File: config.mk
export PLATFORM = sky130hd
export DESIGN_NAME = udp_top
export DESIGN_NICKNAME = d
export VERILOG_FILES = /design/src/udp_pkg.sv /design/src/udp_announce.sv /design/src/udp_tx_select.sv /design/src/udp_tx_framer.sv /design/src/udp_rx_parser.sv /design/src/udp_top.sv
export SDC_FILE = /design/constraint.sdc
export NUM_CORES = 1
export LEC_CHECK = 0
export BUFFER_PORTS_ARGS = -buffer_cell sky130_fd_sc_hd__buf_4
export CORE_UTILIZATION = 55
export CTS_CLUSTER_SIZE = 30
export DETAILED_ROUTE_END_ITERATION = 16
export GPL_TIMING_DRIVEN = 0
export PLACE_DENSITY = 0.74
export SLEW_MARGIN = 15
export SYNTH_ARGS = -nofsm -noshare
export SYNTH_HDL_FRONTEND = slang
export SYNTH_SLANG_ARGS = --single-unit
File: constraint.sdc
create_clock -name clk -period 6.3 [get_ports clk]
set_input_delay 0.315 -clock clk [delete_from_list [all_inputs] [get_ports clk]]
set_output_delay 0.315 -clock clk [all_outputs]
set_load 0.05 [all_outputs]
File: src/udp_pkg.sv
package udp_pkg;

  // one byte of a datagram stream.
  typedef struct packed {
    logic [7:0] data;
    logic       sof;
    logic       eof;
  } udp_beat_t;

  // sampled together with the sof beat of a transmit datagram.
  typedef struct packed {
    logic [15:0] dst_port;
    logic [15:0] payload_len;
  } udp_tx_meta_t;

  // presented with every received payload beat.
  typedef struct packed {
    logic [15:0] src_port;
    logic [15:0] payload_len;
  } udp_rx_meta_t;

  typedef enum logic [1:0] {
    TX_IDLE,
    TX_HDR,
    TX_PAYLOAD
  } tx_state_e;

  typedef enum logic [1:0] {
    RX_HDR,
    RX_PAYLOAD,
    RX_DROP
  } rx_state_e;

  typedef enum logic {
    ANN_SEND,
    ANN_DONE
  } ann_state_e;

  localparam logic [15:0] UDP_HDR_LEN   = 16'd8;
  localparam logic [15:0] LOCAL_PORT    = 16'd5000;
  localparam logic [15:0] ANNOUNCE_PORT = 16'd5001;
  localparam logic [15:0] ANNOUNCE_LEN  = 16'd4;

  localparam logic [8*ANNOUNCE_LEN-1:0] ANNOUNCE_PAYLOAD = "UDPU";

  // credit limit of both transmit links, also the user FIFO depth.
  localparam int TX_CREDITS = 4;

  localparam int CREDIT_W  = $clog2(TX_CREDITS + 1);
  localparam int FIFO_AW   = $clog2(TX_CREDITS);
  localparam int HDR_CNT_W = $clog2(UDP_HDR_LEN);
  localparam int ANN_CNT_W = $clog2(ANNOUNCE_LEN);

  localparam logic [CREDIT_W-1:0]  CREDIT_MAX = CREDIT_W'(TX_CREDITS);
  localparam logic [HDR_CNT_W-1:0] HDR_LAST   = HDR_CNT_W'(UDP_HDR_LEN - 16'd1);
  localparam logic [ANN_CNT_W-1:0] ANN_LAST   = ANN_CNT_W'(ANNOUNCE_LEN - 16'd1);

endpackage : udp_pkg

File: src/udp_announce.sv
module udp_announce (
  input  logic                  clk,
  input  logic                  rst_n,
  output logic                  ann_valid,
  output udp_pkg::udp_beat_t    ann_beat,
  output udp_pkg::udp_tx_meta_t ann_meta,
  input  logic                  ann_ready,
  output logic                  announce_done
);

  udp_pkg::ann_state_e            state;
  logic [udp_pkg::ANN_CNT_W-1:0]  idx;
  logic                           last;

  assign last = (idx == udp_pkg::ANN_LAST);

  // the announcement is sent once after reset, then the transmitter is released.
  always_ff @(posedge clk or negedge rst_n) begin
    if (!rst_n) begin
      state     <= udp_pkg::ANN_SEND;
      idx       <= '0;
      ann_valid <= 1'b0;
    end else begin
      case (state)
        udp_pkg::ANN_SEND: begin
          ann_valid <= 1'b1;
          if (ann_valid && ann_ready) begin
            idx <= idx + 1'b1;
            if (last) begin
              state     <= udp_pkg::ANN_DONE;
              ann_valid <= 1'b0;
            end
          end
        end
        default: begin
          ann_valid <= 1'b0;
        end
      endcase
    end
  end

  assign announce_done = (state == udp_pkg::ANN_DONE);

  // payload bytes go out first character first.
  always_comb begin
    ann_beat.data = udp_pkg::ANNOUNCE_PAYLOAD[8*(udp_pkg::ANNOUNCE_LEN-16'd1-16'(idx)) +: 8];
    ann_beat.sof  = (idx == '0);
    ann_beat.eof  = last;
  end

  assign ann_meta = '{dst_port:    udp_pkg::ANNOUNCE_PORT,
                      payload_len: udp_pkg::ANNOUNCE_LEN};

endmodule : udp_announce

File: src/udp_tx_select.sv
module udp_tx_select (
  input  logic                  clk,
  input  logic                  rst_n,
  input  logic                  user_tx_valid,
  input  udp_pkg::udp_beat_t    user_tx_beat,
  input  udp_pkg::udp_tx_meta_t user_tx_meta,
  output logic                  user_tx_credit,
  input  logic                  ann_valid,
  input  udp_pkg::udp_beat_t    ann_beat,
  input  udp_pkg::udp_tx_meta_t ann_meta,
  output logic                  ann_ready,
  input  logic                  announce_done,
  output logic                  sel_valid,
  output udp_pkg::udp_beat_t    sel_beat,
  output udp_pkg::udp_tx_meta_t sel_meta,
  input  logic                  sel_ready
);

  udp_pkg::udp_beat_t    beat_mem [udp_pkg::TX_CREDITS];
  udp_pkg::udp_tx_meta_t meta_mem [udp_pkg::TX_CREDITS];

  logic [udp_pkg::FIFO_AW-1:0]  wr_ptr;
  logic [udp_pkg::FIFO_AW-1:0]  rd_ptr;
  logic [udp_pkg::CREDIT_W-1:0] count;
  logic                         fifo_empty;
  logic                         fifo_full;
  logic                         push;
  logic                         pop;

  assign fifo_empty = (count == '0);
  assign fifo_full  = (count == udp_pkg::CREDIT_MAX);

  // the user holds a credit per beat, so a full FIFO only guards a misbehaving source.
  assign push = user_tx_valid && !fifo_full;
  assign pop  = announce_done && !fifo_empty && sel_ready;

  // meta is stored with every entry and only the sof entry is used downstream.
  always_ff @(posedge clk) begin
    if (push) begin
      beat_mem[wr_ptr] <= user_tx_beat;
      meta_mem[wr_ptr] <= user_tx_meta;
    end
  end

  always_ff @(posedge clk or negedge rst_n) begin
    if (!rst_n) begin
      wr_ptr         <= '0;
      rd_ptr         <= '0;
      count          <= '0;
      user_tx_credit <= 1'b0;
    end else begin
      user_tx_credit <= pop;
      if (push) begin
        wr_ptr <= wr_ptr + 1'b1;
      end
      if (pop) begin
        rd_ptr <= rd_ptr + 1'b1;
      end
      case ({push, pop})
        2'b10:   count <= count + 1'b1;
        2'b01:   count <= count - 1'b1;
        default: count <= count;
      endcase
    end
  end

  // announce_done rises only after the announcement's eof has transferred,
  // so the hand-over always falls between datagrams.
  always_comb begin
    if (announce_done) begin
      sel_valid = !fifo_empty;
      sel_beat  = beat_mem[rd_ptr];
      sel_meta  = meta_mem[rd_ptr];
    end else begin
      sel_valid = ann_valid;
      sel_beat  = ann_beat;
      sel_meta  = ann_meta;
    end
  end

  assign ann_ready = sel_ready && !announce_done;

endmodule : udp_tx_select

File: src/udp_tx_framer.sv
module udp_tx_framer (
  input  logic                  clk,
  input  logic                  rst_n,
  input  logic                  sel_valid,
  input  udp_pkg::udp_beat_t    sel_beat,
  input  udp_pkg::udp_tx_meta_t sel_meta,
  output logic                  sel_ready,
  output logic                  ipv4_tx_valid,
  output udp_pkg::udp_beat_t    ipv4_tx_beat,
  input  logic                  ipv4_tx_credit
);

  udp_pkg::tx_state_e                    state;
  logic [udp_pkg::CREDIT_W-1:0]          credits;
  logic [udp_pkg::HDR_CNT_W-1:0]         hdr_idx;
  udp_pkg::udp_tx_meta_t                 meta_q;
  logic [8*udp_pkg::UDP_HDR_LEN-1:0]     hdr;
  udp_pkg::udp_beat_t                    next_beat;
  logic                                  can_send;
  logic                                  send;

  assign can_send = (credits != '0);

  // big-endian header, checksum left at zero.
  assign hdr = {udp_pkg::LOCAL_PORT,
                meta_q.dst_port,
                meta_q.payload_len + udp_pkg::UDP_HDR_LEN,
                16'h0000};

  // in idle the sof beat is only inspected.
  // It is taken as the first payload byte once the header is out.
  always_comb begin
    case (state)
      udp_pkg::TX_IDLE:    sel_ready = sel_valid && !sel_beat.sof;
      udp_pkg::TX_PAYLOAD: sel_ready = can_send;
      default:             sel_ready = 1'b0;
    endcase
  end

  assign send = can_send &&
                ((state == udp_pkg::TX_HDR) ||
                 (state == udp_pkg::TX_PAYLOAD && sel_valid));

  always_comb begin
    if (state == udp_pkg::TX_HDR) begin
      next_beat.data = hdr[8*(udp_pkg::UDP_HDR_LEN-16'd1-16'(hdr_idx)) +: 8];
      next_beat.sof  = (hdr_idx == '0);
      next_beat.eof  = 1'b0;
    end else begin
      next_beat.data = sel_beat.data;
      next_beat.sof  = 1'b0;
      next_beat.eof  = sel_beat.eof;
    end
  end

  always_ff @(posedge clk) begin
    if (state == udp_pkg::TX_IDLE && sel_valid && sel_beat.sof) begin
      meta_q <= sel_meta;
    end
    if (send) begin
      ipv4_tx_beat <= next_beat;
    end
  end

  always_ff @(posedge clk or negedge rst_n) begin
    if (!rst_n) begin
      state         <= udp_pkg::TX_IDLE;
      hdr_idx       <= '0;
      credits       <= udp_pkg::CREDIT_MAX;
      ipv4_tx_valid <= 1'b0;
    end else begin
      ipv4_tx_valid <= send;
      case (state)
        udp_pkg::TX_IDLE: begin
          if (sel_valid && sel_beat.sof) begin
            state   <= udp_pkg::TX_HDR;
            hdr_idx <= '0;
          end
        end
        udp_pkg::TX_HDR: begin
          if (can_send) begin
            hdr_idx <= hdr_idx + 1'b1;
            if (hdr_idx == udp_pkg::HDR_LAST) begin
              state <= udp_pkg::TX_PAYLOAD;
            end
          end
        end
        default: begin
          if (send && sel_beat.eof) begin
            state <= udp_pkg::TX_IDLE;
          end
        end
      endcase
      case ({send, ipv4_tx_credit})
        2'b10:   credits <= credits - 1'b1;
        2'b01:   credits <= credits + 1'b1;
        default: credits <= credits;
      endcase
    end
  end

endmodule : udp_tx_framer

File: src/udp_rx_parser.sv
module udp_rx_parser (
  input  logic                  clk,
  input  logic                  rst_n,
  input  logic                  ipv4_rx_valid,
  input  udp_pkg::udp_beat_t    ipv4_rx_beat,
  output logic                  user_rx_valid,
  output udp_pkg::udp_beat_t    user_rx_beat,
  output udp_pkg::udp_rx_meta_t user_rx_meta,
  output logic                  user_rx_err
);

  udp_pkg::rx_state_e             state;
  logic [udp_pkg::HDR_CNT_W-1:0]  hdr_cnt;
  logic [udp_pkg::HDR_CNT_W-1:0]  hdr_idx;
  logic                           in_hdr;
  logic [15:0]                    src_port_q;
  logic [15:0]                    dst_port_q;
  logic [15:0]                    len_q;
  logic [15:0]                    pay_cnt;
  logic [15:0]                    exp_len;
  logic                           first_q;

  // a sof always restarts header collection, whatever the state.
  assign hdr_idx = ipv4_rx_beat.sof ? '0 : hdr_cnt;
  assign in_hdr  = ipv4_rx_valid &&
                   (ipv4_rx_beat.sof || (state == udp_pkg::RX_HDR && hdr_cnt != '0));
  assign exp_len = len_q - udp_pkg::UDP_HDR_LEN;

  always_ff @(posedge clk) begin
    if (in_hdr) begin
      case (hdr_idx)
        3'd0:    src_port_q[15:8] <= ipv4_rx_beat.data;
        3'd1:    src_port_q[7:0]  <= ipv4_rx_beat.data;
        3'd2:    dst_port_q[15:8] <= ipv4_rx_beat.data;
        3'd3:    dst_port_q[7:0]  <= ipv4_rx_beat.data;
        3'd4:    len_q[15:8]      <= ipv4_rx_beat.data;
        3'd5:    len_q[7:0]       <= ipv4_rx_beat.data;
        default: ;
      endcase
    end
    if (ipv4_rx_valid && !in_hdr && state == udp_pkg::RX_PAYLOAD) begin
      user_rx_beat <= '{data: ipv4_rx_beat.data, sof: first_q, eof: ipv4_rx_beat.eof};
      user_rx_meta <= '{src_port: src_port_q, payload_len: exp_len};
    end
  end

  always_ff @(posedge clk or negedge rst_n) begin
    if (!rst_n) begin
      state         <= udp_pkg::RX_HDR;
      hdr_cnt       <= '0;
      pay_cnt       <= '0;
      first_q       <= 1'b0;
      user_rx_valid <= 1'b0;
      user_rx_err   <= 1'b0;
    end else begin
      user_rx_valid <= 1'b0;
      user_rx_err   <= 1'b0;
      if (in_hdr) begin
        if (ipv4_rx_beat.eof) begin
          // truncated header, nothing is delivered.
          state   <= udp_pkg::RX_HDR;
          hdr_cnt <= '0;
        end else if (hdr_idx == udp_pkg::HDR_LAST) begin
          hdr_cnt <= '0;
          pay_cnt <= '0;
          first_q <= 1'b1;
          state   <= (dst_port_q == udp_pkg::LOCAL_PORT) ? udp_pkg::RX_PAYLOAD
                                                         : udp_pkg::RX_DROP;
        end else begin
          state   <= udp_pkg::RX_HDR;
          hdr_cnt <= hdr_idx + 1'b1;
        end
      end else if (ipv4_rx_valid) begin
        case (state)
          udp_pkg::RX_PAYLOAD: begin
            user_rx_valid <= 1'b1;
            first_q       <= 1'b0;
            pay_cnt       <= pay_cnt + 16'd1;
            user_rx_err   <= ipv4_rx_beat.eof && ((pay_cnt + 16'd1) != exp_len);
            if (ipv4_rx_beat.eof) begin
              state <= udp_pkg::RX_HDR;
            end
          end
          udp_pkg::RX_DROP: begin
            if (ipv4_rx_beat.eof) begin
              state <= udp_pkg::RX_HDR;
            end
          end
          default: ;
        endcase
      end
    end
  end

endmodule : udp_rx_parser

File: src/udp_top.sv
module udp_top (
  input  logic                  clk,
  input  logic                  rst_n,
  input  logic                  user_tx_valid,
  input  udp_pkg::udp_beat_t    user_tx_beat,
  input  udp_pkg::udp_tx_meta_t user_tx_meta,
  output logic                  user_tx_credit,
  output logic                  ipv4_tx_valid,
  output udp_pkg::udp_beat_t    ipv4_tx_beat,
  input  logic                  ipv4_tx_credit,
  input  logic                  ipv4_rx_valid,
  input  udp_pkg::udp_beat_t    ipv4_rx_beat,
  output logic                  user_rx_valid,
  output udp_pkg::udp_beat_t    user_rx_beat,
  output udp_pkg::udp_rx_meta_t user_rx_meta,
  output logic                  user_rx_err
);

  logic                  ann_valid;
  udp_pkg::udp_beat_t    ann_beat;
  udp_pkg::udp_tx_meta_t ann_meta;
  logic                  ann_ready;
  logic                  announce_done;

  logic                  sel_valid;
  udp_pkg::udp_beat_t    sel_beat;
  udp_pkg::udp_tx_meta_t sel_meta;
  logic                  sel_ready;

  // the announcement owns the transmitter until it has been sent.
  udp_announce udp_announce_inst (
    .clk           (clk),
    .rst_n         (rst_n),
    .ann_valid     (ann_valid),
    .ann_beat      (ann_beat),
    .ann_meta      (ann_meta),
    .ann_ready     (ann_ready),
    .announce_done (announce_done)
  );

  udp_tx_select udp_tx_select_inst (
    .clk            (clk),
    .rst_n          (rst_n),
    .user_tx_valid  (user_tx_valid),
    .user_tx_beat   (user_tx_beat),
    .user_tx_meta   (user_tx_meta),
    .user_tx_credit (user_tx_credit),
    .ann_valid      (ann_valid),
    .ann_beat       (ann_beat),
    .ann_meta       (ann_meta),
    .ann_ready      (ann_ready),
    .announce_done  (announce_done),
    .sel_valid      (sel_valid),
    .sel_beat       (sel_beat),
    .sel_meta       (sel_meta),
    .sel_ready      (sel_ready)
  );

  udp_tx_framer udp_tx_framer_inst (
    .clk            (clk),
    .rst_n          (rst_n),
    .sel_valid      (sel_valid),
    .sel_beat       (sel_beat),
    .sel_meta       (sel_meta),
    .sel_ready      (sel_ready),
    .ipv4_tx_valid  (ipv4_tx_valid),
    .ipv4_tx_beat   (ipv4_tx_beat),
    .ipv4_tx_credit (ipv4_tx_credit)
  );

  udp_rx_parser udp_rx_parser_inst (
    .clk           (clk),
    .rst_n         (rst_n),
    .ipv4_rx_valid (ipv4_rx_valid),
    .ipv4_rx_beat  (ipv4_rx_beat),
    .user_rx_valid (user_rx_valid),
    .user_rx_beat  (user_rx_beat),
    .user_rx_meta  (user_rx_meta),
    .user_rx_err   (user_rx_err)
  );

endmodule : udp_top

==> summary.md <==
| Metric | Value |
|---|---|
| Peak VDD IR | between 0.2 and 0.3 mV |
| Design Power | 6.96 mW |
| N_diodes | 0 |
| Global route overflow | 0 |
| DP HPWL | 18.0 mm |
| Remaining DRCs | 0 |
| Power Density | 414 mW/mm^2 |
| Layout cell share with drive strength beyond 1 | around 22% |
| Top_reg_cell synth | edfxtp_1 |
| Largest net degree at the start of global routing | 46 |
| GPL Wtd Cong | ~0.9 |
| Gate power share | 24.6% |
| Total global-route track usage | 21.3% |
| Vias in the first global route | about 8000 |
| Post-synth EDFFs | 300 |
| CTS tree | built |
| Synth area leaders | edfxtp_1 (64%), dfrtp_1 (7.8%), mux4_2 (6.7%) |
| Routed vias/inst | around 5.6 |
| I/O pin cnt | between 100 and 150 |
| CP Launch Type | register |
| Hold Vio Cnt, Final | 0 |
| Cell internal pwr | between 4 and 5 mW |
| Clk buf depth | 3 |
| WP buf/inv | 2 |
| Post-synthesis cell area | ~0.014 mm^2 |
| Commonest non-fill, non-tap cell in the layout | edfxtp_1 |
| Core region area | between 0.02 and 0.03 mm^2 |
| Die footprint | between 0.02 and 0.03 mm^2 |
| Die H | around 160 um |
| Fin crit share | a little under three fifths |
| Vias after detailed routing | about 7800 |
| Antenna violations before repair | 0 |
| Top cell type's share of synthesized area | 64.2% |
| Clock Skew | approximately 12 ps |
| Max incr delay on CP | about 580 ps |
| Slowest CP cell | mux4_2 |
| CP Cell Sequence | clkbuf_1 -> mux4_2 -> mux2i_1 -> mux2i_1 -> nor3_1 -> ha_1 -> inv_1 -> fa_1 -> xor2_1 -> nor2_1 -> xor2_1 |
| Worst-Skew Late Latency | 510 ps |
| Most frequent cells in the layout | edfxtp_1 (300), buf_4 (112), o21ai_0 (48), nand2_1 (47), dfrtp_1 (44) |
| Synthesis-to-layout area growth | 19.8% |
| Period minus WS final | ~3600 ps |
| Nets | about 1100 |
| Area leader, netlist | edfxtp_1 |
| Final Setup Violations | 0 |
| Top cell family by delay on the critical path | multiplexers |
| Initial Util | between 50% and 60% |
| Clock share of power | 30.9% |
| Status | completed |
| Port Buffer Count | around 110 |
| Post-Synthesis Cells | between 800 and 900 |
| Routed len/inst | approximately 20 um |
| Ys async rst share | 13.0% |
| TritonCTS Buffers | 36 |
| Worst Path Max Fanout | 8 |
| Root buf cell | clkbuf_16 |
| Max-capacitance violation count | 0 |
| Die width | 162 um |
| Count of pins over their slew limit | 0 |
| Normalized max-slew margin | between 40% and 50% |
| Seq/Total Area, Yosys | 72.2% |
| Clock slew at reported path FFs | ~60 ps |
| Antenna Nets Post-Route | 0 |
| Synth warnings | 0 |
| RSZ-0062 raised after global routing | no |
| Seq pwr share | 44.5% |
| Synth cell types | 60 |
| Detailed Route Iter0 Violations | between 500 and 600 |
| Syn Nets | 936 |
| Slew of the pin with the lowest slew margin | ~860 ps |
| CP endpoint kind | register |
| HP Class | in2reg |
| Sink Count | 345 |
| WL final | roughly 27 mm |
| Placed cell count | 1303 |
| Avg Cell Area, Syn | 16.5 um^2 |
| Leakage | roughly 6.1 nW |
| Global-route wire length before repair | ~43 mm |
| Data required, critical path | roughly 6700 ps |
| H-Tree Level Count | 2 |
| Flops & latches, synth | roughly 350 |
| Detailed Routing Iterations Pass 1 | 5 |
| Critical path arrival | 4030 ps |
| Max Freq | approximately 0.28 GHz |
| Post-Layout Cell Count | about 1400 |
| # rows | 58 |
| Switching power | about 2 mW |
| CP Class | reg2reg |
| Net Sw Frac | approximately 29% |
[per-stage QoR]
| stage | utilization, % | setup WS [ps] | cell area (um^2) | TNS [ps] | hold slack (ps) |
|---|---|---|---|---|---|
| 2_1_floorplan | - | 1380 | 14000 | 0 | 19.4 |
| 3_3_place_gp | 60.9 | -365 | 15300 | -3270 | 361 |
| 3_5_place_dp | 61.3 | 2640 | 15400 | 0 | 362 |
| 4_1_cts | 66.9 | 2640 | 16800 | 0 | 1.18 |
| 5_1_grt | 66.9 | 2420 | 16800 | 0 | 1.23 |
| 6_report | 66.9 | 2690 | 16800 | 0 | 10.2 |
[per-layer routing]
metal  GRT usage, %  vias up  routed length [um]  part of all wire, %
met5              0        -                   0                    0
li1               -     3633                   -                    -
met4           5.66        0                 548                  2.0
met3           3.37       47                1340                  5.0
met2           35.4      219               13500                   50
met1           29.6     3879               11700                   43
[cell type report]
class	instances	area (um^2)
Multi-Input combinational cell	447	3670
Clock buffer	42	945
Fill cell	1727	8300
Timing Repair Buffer	141	1150
Buffer	35	140
Inverter	26	97.6
Clock inverter	22	254
Sequential cell	345	10100
Tap cell	330	413
[cell usage after synthesis, types with 2 or more instances]
master	count
a211o_1	2
a211oi_1	5
a21oi_1	24
a22o_1	2
a31oi_1	5
and2_1	31
and3_1	12
and4_1	3
buf_2	6
clkbuf_1	28
dfrtp_1	44
edfxtp_1	300
fa_1	2
ha_1	24
inv_1	26
mux2_2	2
mux2i_1	8
mux4_2	42
nand2_1	47
nand2b_1	16
nand3_1	16
nand4_1	9
nor2_1	29
nor2b_1	6
nor3_1	9
nor3b_1	5
nor4_1	6
nor4_2	2
nor4b_1	3
o211ai_1	3
o21a_1	3
o21ai_0	48
o31ai_1	9
or2_2	2
or3_1	9
or4_1	4
xnor2_1	23
xnor3_1	2
xor2_1	15
[power by group through the flow]
stage	Clock, mW	Sequential (mW)	Combinational (mW)
after global placement	0	3.15	1.65
after floorplan	0	3.25	1.07
after detailed placement	0	3.15	1.72
final	2.15	3.10	1.71
after CTS	2.17	3.10	1.74
after global routing	2.27	3.13	1.88
[timing repair]
item                       in CTS  in global routing
setup endpoints to repair       0                  0
buffers inserted                0                  0
hold endpoints to repair      117                  0
gates resized for setup         0                  0
hold buffers                   21                  0
[path summary, 6_finish.rpt]
kind / from / cells past startpoint / slack (ps) / endpoint
worst min-delay path: user_tx_beat[7] / 1 / 10 / udp_tx_select_inst.beat_mem[2][7]
worst max register to register: udp_tx_select_inst.rd_ptr[0] / 11 / 2690 / udp_tx_select_inst.count[2]
worst max-delay path: udp_tx_select_inst.rd_ptr[0] / 11 / 2690 / udp_tx_select_inst.count[2]
max in group asynchronous: rst_n / 2 / 5540 / udp_rx_parser_inst.hdr_cnt[1]
worst min register to register: udp_rx_parser_inst.src_port_q[13] / 0 / 410 / udp_rx_parser_inst.user_rx_meta[29]
min in group asynchronous: rst_n / 2 / 360 / udp_tx_framer_inst.ipv4_tx_valid
[sequential cells by signal, indices dropped and copies added (netlist names), 2 cells and up]
signal,count
udp_announce_inst.idx,2
udp_tx_select_inst.beat_mem,40
udp_tx_select_inst.rd_ptr,2
udp_tx_framer_inst.ipv4_tx_beat,10
udp_tx_select_inst.meta_mem,128
udp_tx_framer_inst.meta_q,16
udp_rx_parser_inst.user_rx_meta,32
udp_rx_parser_inst.pay_cnt,16
udp_rx_parser_inst.len_q,16
udp_tx_framer_inst.state,2
udp_rx_parser_inst.hdr_cnt,3
udp_tx_select_inst.wr_ptr,2
udp_tx_framer_inst.credits,3
udp_rx_parser_inst.dst_port_q,16
udp_tx_select_inst.count,3
udp_tx_framer_inst.hdr,16
udp_tx_framer_inst.hdr_idx,3
udp_rx_parser_inst.src_port_q,16
udp_rx_parser_inst.user_rx_beat,10
udp_rx_parser_inst.state,2
[cell families (layout without fill, tap and decap cells)]
family                     count (synthesis)  in the layout  share of synthesized area [%]
and+or+nand+nor                          215            215                           8.47
buffers and inverters                     61            266                           1.69
AOI/OAI and AO/OA                        112            112                           4.75
adders and majority gates                 26             26                           2.43
muxes                                     53             53                           7.58
DFF                                      345            345                           72.2
xor gates and xnor gates                  41             41                           2.86
[worst register-to-register path, cell delays in order (launching register included)]
cell	delay, ps
dfrtp_1	320
clkbuf_1	500
mux4_2	580
mux2i_1	270
mux2i_1	170
nor3_1	550
ha_1	310
inv_1	60
fa_1	370
xor2_1	150
nor2_1	110
xor2_1	160
(Power assumes the default switching activity.)
